===== src/hdl/bist_consts.svh =====
`ifndef BIST_CONSTS_SVH
`define BIST_CONSTS_SVH

// Address width of the RAM under test
`define BIST_ADDR_W 4

// Data width of one RAM word
`define BIST_DATA_W 8

// Number of words covered by one march pass
`define BIST_DEPTH (1 << `BIST_ADDR_W)

`endif


===== src/hdl/bist_pkg.sv =====
`include "bist_consts.svh"

package bist_pkg;

  // Command from the march FSM to the address sequencer
  typedef struct packed {
    logic clr;
    logic up;
    logic dinsel;
    logic checken;
    logic run;
  } march_ctrl_t;

  // One step of a pass, either a read slot or a write slot
  typedef struct packed {
    logic                    valid;
    logic [`BIST_ADDR_W-1:0] addr;
    logic                    rd;
    logic                    dinsel;
  } slot_t;

  // Request on the single RAM port
  typedef struct packed {
    logic                    en;
    logic                    we;
    logic [`BIST_ADDR_W-1:0] addr;
    logic [`BIST_DATA_W-1:0] wdata;
  } ram_req_t;

  // Expected data for a read that is in flight
  typedef struct packed {
    logic                    valid;
    logic [`BIST_ADDR_W-1:0] addr;
    logic [`BIST_DATA_W-1:0] exp_data;
  } chk_t;

  // Result of the last run, kept after the run ends or is aborted
  typedef struct packed {
    logic                    done;
    logic                    fail;
    logic [`BIST_ADDR_W-1:0] fail_addr;
    logic [7:0]              err_count;
  } bist_status_t;

endpackage


===== src/hdl/addr_sequencer.sv =====
`timescale 1ns/1ps
`include "bist_consts.svh"

module addr_sequencer
  import bist_pkg::*;
(
  input  logic        testclk,
  input  logic        reset,
  input  march_ctrl_t cmd,
  output slot_t       slot,
  output logic        pass_end
);

  localparam logic [`BIST_ADDR_W-1:0] LAST_ADDR = `BIST_ADDR_W'(`BIST_DEPTH - 1);

  logic                    active;
  logic                    phase;
  logic [`BIST_ADDR_W-1:0] addr;
  logic                    at_end;
  logic                    slot_last;

  // Terminal address depends on the direction of the current element
  assign at_end = cmd.up ? (addr == LAST_ADDR) : (addr == '0);

  // In a read element the write slot (phase 1) closes the address
  assign slot_last = at_end && (!cmd.checken || phase);

  always_ff @(posedge testclk)
  begin
    if (reset)
    begin
      active <= 1'b0;
      phase  <= 1'b0;
      addr   <= '0;
    end
    else if (!cmd.run)
    begin
      active <= 1'b0;
      phase  <= 1'b0;
    end
    else if (cmd.clr)
    begin
      active <= 1'b1;
      phase  <= 1'b0;
      addr   <= cmd.up ? '0 : LAST_ADDR;
    end
    else if (active)
    begin
      if (cmd.checken && !phase)
      begin
        phase <= 1'b1;
      end
      else
      begin
        phase <= 1'b0;
        if (at_end)
          active <= 1'b0;
        else if (cmd.up)
          addr <= addr + 1'b1;
        else
          addr <= addr - 1'b1;
      end
    end
  end

  // Slots stop in the same cycle that the controller drops run
  assign slot.valid  = active && cmd.run;
  assign slot.addr   = addr;
  assign slot.rd     = cmd.checken && !phase;
  assign slot.dinsel = cmd.dinsel;

  assign pass_end = slot.valid && slot_last;

  // Every read slot is followed by the write slot of the same address unless the run stops
  a_read_then_write: assert property (@(posedge testclk) disable iff (reset)
    (slot.valid && slot.rd) |=> (!cmd.run || (slot.valid && !slot.rd &&
      (slot.addr == $past(slot.addr)))));

endmodule


===== src/hdl/march_cntrl.sv =====
`timescale 1ns/1ps

module march_cntrl
  import bist_pkg::*;
(
  input  logic        testclk,
  input  logic        reset,
  input  logic        test,
  input  logic        pass_end,
  output march_ctrl_t cmd,
  output logic        march_done
);

  // One state per march element plus idle and done
  localparam logic [2:0] IDLE     = 3'b000;
  localparam logic [2:0] BACK0    = 3'b001;
  localparam logic [2:0] FWD_R0W1 = 3'b010;
  localparam logic [2:0] REV_R1W0 = 3'b011;
  localparam logic [2:0] BACK1    = 3'b100;
  localparam logic [2:0] FWD_R1W0 = 3'b101;
  localparam logic [2:0] REV_R0W1 = 3'b110;
  localparam logic [2:0] DONE     = 3'b111;

  logic [2:0] state;
  logic [2:0] next_state;
  logic       clr_q;

  // A low test forces idle from any state, which is how a run is aborted
  always_comb
  begin
    next_state = state;
    if (!test)
    begin
      next_state = IDLE;
    end
    else
    begin
      case (state)
        IDLE:     next_state = BACK0;
        BACK0:    if (pass_end) next_state = FWD_R0W1;
        FWD_R0W1: if (pass_end) next_state = REV_R1W0;
        REV_R1W0: if (pass_end) next_state = BACK1;
        BACK1:    if (pass_end) next_state = FWD_R1W0;
        FWD_R1W0: if (pass_end) next_state = REV_R0W1;
        REV_R0W1: if (pass_end) next_state = DONE;
        default:  next_state = DONE;
      endcase
    end
  end

  // The clear pulse goes out together with the first cycle of each element
  always_ff @(posedge testclk)
  begin
    if (reset)
    begin
      state <= IDLE;
      clr_q <= 1'b0;
    end
    else
    begin
      state <= next_state;
      clr_q <= (next_state != state) && (next_state != IDLE) && (next_state != DONE);
    end
  end

  // In read elements the expected value is the complement of dinsel
  always_comb
  begin
    cmd.clr     = clr_q;
    cmd.run     = (state != IDLE) && (state != DONE);
    cmd.up      = 1'b1;
    cmd.dinsel  = 1'b0;
    cmd.checken = 1'b0;
    case (state)
      FWD_R0W1:
      begin
        cmd.dinsel  = 1'b1;
        cmd.checken = 1'b1;
      end
      REV_R1W0:
      begin
        cmd.up      = 1'b0;
        cmd.checken = 1'b1;
      end
      BACK1:
      begin
        cmd.dinsel = 1'b1;
      end
      FWD_R1W0:
      begin
        cmd.checken = 1'b1;
      end
      REV_R0W1:
      begin
        cmd.up      = 1'b0;
        cmd.dinsel  = 1'b1;
        cmd.checken = 1'b1;
      end
      default:
      begin
        cmd.up = 1'b1;
      end
    endcase
  end

  assign march_done = (state == DONE);

  // The sequencer cannot end a pass in the clear cycle that starts an element
  a_pass_after_clr: assert property (@(posedge testclk) disable iff (reset)
    pass_end |-> !cmd.clr);

endmodule


===== src/hdl/pattern_gen.sv =====
`timescale 1ns/1ps
`include "bist_consts.svh"

module pattern_gen
  import bist_pkg::*;
(
  input  logic     testclk,
  input  logic     reset,
  input  slot_t    slot,
  output ram_req_t ram_req,
  output chk_t     chk
);

  logic                    en_q;
  logic                    we_q;
  logic                    chk_valid_q;
  logic [`BIST_ADDR_W-1:0] addr_q;
  logic [`BIST_DATA_W-1:0] wdata_q;
  logic [`BIST_DATA_W-1:0] exp_q;

  // Strobes for the RAM port and the checker
  always_ff @(posedge testclk)
  begin
    if (reset)
    begin
      en_q        <= 1'b0;
      we_q        <= 1'b0;
      chk_valid_q <= 1'b0;
    end
    else
    begin
      en_q        <= slot.valid;
      we_q        <= slot.valid && !slot.rd;
      chk_valid_q <= slot.valid && slot.rd;
    end
  end

  // The background bit fills the whole word; a read expects its complement
  always_ff @(posedge testclk)
  begin
    addr_q  <= slot.addr;
    wdata_q <= {`BIST_DATA_W{slot.dinsel}};
    exp_q   <= {`BIST_DATA_W{~slot.dinsel}};
  end

  assign ram_req.en    = en_q;
  assign ram_req.we    = we_q;
  assign ram_req.addr  = addr_q;
  assign ram_req.wdata = wdata_q;

  // Same register stage as the request, so the two stay aligned
  assign chk.valid    = chk_valid_q;
  assign chk.addr     = addr_q;
  assign chk.exp_data = exp_q;

endmodule


===== src/hdl/ram_bist_top.sv =====
`timescale 1ns/1ps
`include "bist_consts.svh"

module ram_bist_top
  import bist_pkg::*;
(
  input  logic                    testclk,
  input  logic                    reset,
  input  logic                    test,
  output ram_req_t                ram_req,
  input  logic [`BIST_DATA_W-1:0] rdata,
  output bist_status_t            status
);

  march_ctrl_t cmd;
  slot_t       slot;
  chk_t        chk;
  logic        pass_end;
  logic        march_done;

  // Sequences the six march elements
  march_cntrl u_march_cntrl (
    .testclk    (testclk),
    .reset      (reset),
    .test       (test),
    .pass_end   (pass_end),
    .cmd        (cmd),
    .march_done (march_done)
  );

  // Walks the addresses of one element
  addr_sequencer u_addr_sequencer (
    .testclk  (testclk),
    .reset    (reset),
    .cmd      (cmd),
    .slot     (slot),
    .pass_end (pass_end)
  );

  pattern_gen u_pattern_gen (
    .testclk (testclk),
    .reset   (reset),
    .slot    (slot),
    .ram_req (ram_req),
    .chk     (chk)
  );

  // Compares the returned words and holds the result
  response_checker u_response_checker (
    .testclk    (testclk),
    .reset      (reset),
    .test       (test),
    .chk        (chk),
    .rdata      (rdata),
    .march_done (march_done),
    .status     (status)
  );

endmodule


===== src/hdl/response_checker.sv =====
`timescale 1ns/1ps
`include "bist_consts.svh"

module response_checker
  import bist_pkg::*;
(
  input  logic                    testclk,
  input  logic                    reset,
  input  logic                    test,
  input  chk_t                    chk,
  input  logic [`BIST_DATA_W-1:0] rdata,
  input  logic                    march_done,
  output bist_status_t            status
);

  logic test_q;
  logic start;
  chk_t chk_d;
  logic mismatch;
  logic drained;

  assign start = test && !test_q;

  // Read data comes back one cycle after the request, so the record waits one cycle
  always_ff @(posedge testclk)
  begin
    if (reset)
    begin
      test_q      <= 1'b0;
      chk_d.valid <= 1'b0;
    end
    else
    begin
      test_q      <= test;
      chk_d.valid <= chk.valid && test && !start;
    end
  end

  always_ff @(posedge testclk)
  begin
    chk_d.addr     <= chk.addr;
    chk_d.exp_data <= chk.exp_data;
  end

  assign mismatch = chk_d.valid && (rdata != chk_d.exp_data);
  assign drained  = !chk.valid && !chk_d.valid;

  always_ff @(posedge testclk)
  begin
    if (reset || start)
    begin
      status <= '0;
    end
    else
    begin
      if (march_done && drained)
        status.done <= 1'b1;
      if (mismatch)
      begin
        status.fail <= 1'b1;
        // Only the first failing address is recorded
        if (!status.fail)
          status.fail_addr <= chk_d.addr;
        if (status.err_count != 8'hff)
          status.err_count <= status.err_count + 8'd1;
      end
    end
  end

  // No compare may still be in flight once done is reported
  a_done_drained: assert property (@(posedge testclk) disable iff (reset)
    status.done |-> (!chk.valid && !chk_d.valid));

endmodule


===== config.mk =====
export PLATFORM = sky130hd
export DESIGN_NAME = ram_bist_top
export DESIGN_NICKNAME = d
export VERILOG_FILES = /design/src/hdl/bist_pkg.sv /design/src/hdl/addr_sequencer.sv /design/src/hdl/march_cntrl.sv /design/src/hdl/pattern_gen.sv /design/src/hdl/ram_bist_top.sv /design/src/hdl/response_checker.sv
export VERILOG_INCLUDE_DIRS = /design/src /design/src/hdl
export SDC_FILE = /design/constraint.sdc
export NUM_CORES = 1
export LEC_CHECK = 0
export ABC_AREA = 1
export BUFFER_PORTS_ARGS = -buffer_cell sky130_fd_sc_hd__buf_2
export CAP_MARGIN = 20
export CORE_MARGIN = 1.5
export CORE_UTILIZATION = 56
export CTS_BUF_LIST = sky130_fd_sc_hd__clkbuf_4
export CTS_CLUSTER_SIZE = 24
export DETAILED_ROUTE_END_ITERATION = 16
export GPL_TIMING_DRIVEN = 1
export HOLD_SLACK_MARGIN = 0.05
export MAX_ROUTING_LAYER = met4
export PLACE_DENSITY = 0.8
export SLEW_MARGIN = 20
export SYNTH_ARGS = -nofsm -noshare
export SYNTH_HDL_FRONTEND = slang
export SYNTH_SLANG_ARGS = --single-unit

===== constraint.sdc =====
create_clock -name testclk -period 2.1 [get_ports testclk]
set_input_delay 0.315 -clock testclk [delete_from_list [all_inputs] [get_ports testclk]]
set_output_delay 0.315 -clock testclk [all_outputs]
set_load 0.005 [all_outputs]

==> out/results.ini <==
[layout]
fin_util=0.643
final_nets=299
finalNonFillerCells=331
antennaDiodeCount=0
final_cell_area_sq_um=2140
syn_to_final_growth_pct=9.73
multi_input_area_sq_um=922
drive_above_1_share=0.239
layout_commonest_cell=nand2_1
final_cell_mix=nand2_1, dfxtp_1, buf_2
fillCellCount=324
regArea_sq_um=801

[setup_path]
crit_required_ps=2390
cp-end-kind=flip-flop
reg2reg_slack_ps=220
crit_path_start_kind=flip-flop
cp.arrival_ps=2170
critPathKind=flip-flop to flip-flop
cp_max_fo=7

[drt]
drc=0
drt_iter0_drc=75
vias=1602
wl_mm=3.37
routedWlPerCell_microns=10.2
vias_per_cell=4.84
postRouteAntennaNets=0
firstDrtPassIters=4

[logic_synthesis]
yosysWarningCount=0
synthesis.nets=268
syn_inst=253
synth_area_per_cell_sq_um=7.72
synth.cell_area_sq_um=1950
ys_types=29
seq_area_frac_synth=0.410
ys_seq_elements=40

[timing]
fin_hold_ws_ps=152
fin_ws_ps=224
fin_crit_ps=1880
worst_pin_slew_ps=494
finalSetupTns_ps=0
skew_ps=12.8
fin_crit_sh=0.893
setup_viol=0
slew_headroom=0.671
hold_viol_final=0
clock.fmax_mhz=533
final_max_slew_viol_count=0
rsz0062_at_grt=false

[placed_design]
port_buffers=38
dpl_cell_area_sq_um=2090
dp_hpwl_mm=2.62
place_inst=323
place_ws_ps=283
gp_congestion=0.843

[clock_network]
clkSinkCount=40
clkLatencyLatePin_ps=340
ctsResizeCount=0
path_clk_slew_ps=110
cts_hold_buf=0
cts_tree=built
cts_setup_buffers=0
htreeDepth=2
cts_made_buffers=5
cts.root.buffer_cell=clkbuf_4
cts_buffer_depth=2

[floorplanning]
top_level_ports=39
start_util=0.586
die_w_microns=62.1
core_area_sq_um=3340
dieArea_sq_um=3850
std_cell_rows=21
die_height_microns=62.1

[global_route]
grt_overflow=0
grt_use_total=0.199
grt_max_degree=13
grt_pass1_wl_mm=5.41
first_global_vias=1346
antenna_found_initial=0

[power_and_ir_drop]
p_leak_nw=1.05
vdd_ir_drop_max_mv=0.390
power_mw=1.20
powerDensity_nw_per_um2=558

[flow_run]
cap_violations=0

[run_status]
outcome=finished clean

[hold_path]
worstHoldPathType=input port to flip-flop

-- flip-flops by register name (all words and copies together) (netlist names) --
| register | cells |
|---|---|
| u_response_checker.test_q | 1 |
| u_pattern_gen.addr_q | 4 |
| u_pattern_gen.chk_valid_q | 1 |
| u_pattern_gen.en_q | 1 |
| u_pattern_gen.we_q | 1 |
| u_march_cntrl.clr_q | 1 |
| u_response_checker.chk_d | 6 |
| u_response_checker.status | 14 |
| u_addr_sequencer.phase | 1 |
| u_pattern_gen.exp_q | 1 |
| u_addr_sequencer.active | 1 |
| u_march_cntrl.state | 3 |
| u_addr_sequencer.addr | 4 |
| u_pattern_gen.wdata_q | 1 |
-- cell usage after synthesis (all sizes together) --
cell	count	area, sq um
nand2	62	258
nand4	5	61.3
xor2	4	35.0
o21ai	6	30.0
a21oi	17	85.1
nor3b	1	7.51
clkinv	1	3.75
nand3	22	143
nor2	36	158
nor3	4	20.0
nand3b	2	27.5
buf	14	109
inv	31	119
xnor2	3	26.3
dfxtp	40	801
nor2b	1	13.8
fa	1	20.0
ha	3	37.5
-- where the power goes --
| part | internal, mW | switching, mW |
|---|---|---|
| clock | 0.123 | 0.232 |
| combinational | 0.0231 | 0.0395 |
| sequential | 0.770 | 0.0104 |
-- area by class of cell --
| type | count | area share |
|---|---|---|
| clock inverters | 3 | 0.00642 |
| flip-flops and latches | 40 | 0.373 |
| clock buffers | 5 | 0.0175 |
| well taps | 46 | 0.0268 |
| multi-input cells | 167 | 0.430 |
| repair buffers | 38 | 0.0887 |
| inverters | 32 | 0.0572 |
-- critical path: stages, from the launching register on --
cell and delay, ps:
dfxtp_1 430, inv_1 130, nand3_2 120, nand2_4 100, ha_1 330, a21oi_1 210, nand2_1 70, nand2_1 80
nand3_1 60, nand2_1 60, nand2_1 40, nand2_1 60, inv_1 40, nor2_2 80
-- kinds of logic (layout without fill, tap and decap cells) --
| logic type | count (synthesis) | after routing | share of synthesized area |
|---|---|---|---|
| buffers and inverters | 46 | 78 | 0.118 |
| flip-flops | 40 | 40 | 0.410 |
| adder cells (fa/ha/maj) | 4 | 4 | 0.0295 |
| AO/OA/AOI/OAI | 23 | 23 | 0.0589 |
| XOR/XNOR | 7 | 7 | 0.0314 |
| AND/OR/NAND/NOR | 133 | 133 | 0.352 |
-- final timing paths --
| kind | from | end | cells past startpoint |
|---|---|---|---|
| worst max-delay path | u_march_cntrl.state[2] | u_addr_sequencer.addr[3] | 13 |
| worst max register to register | u_march_cntrl.state[2] | u_addr_sequencer.addr[3] | 13 |
| worst min register to register | u_pattern_gen.exp_q[0] | u_response_checker.chk_d[0] | 0 |
| worst min-delay path | reset | u_pattern_gen.chk_valid_q | 2 |
-- routing by layer --
metal	routed length [microns]	vias to the layer above	GRT usage
met4	45	0	0.0699
met3	151	4	0.0642
met1	1570	713	0.230
met5	0	-	-
met2	1610	29	0.324
li1	-	856	-
Note: power is estimated with default switching activity, not from simulation.
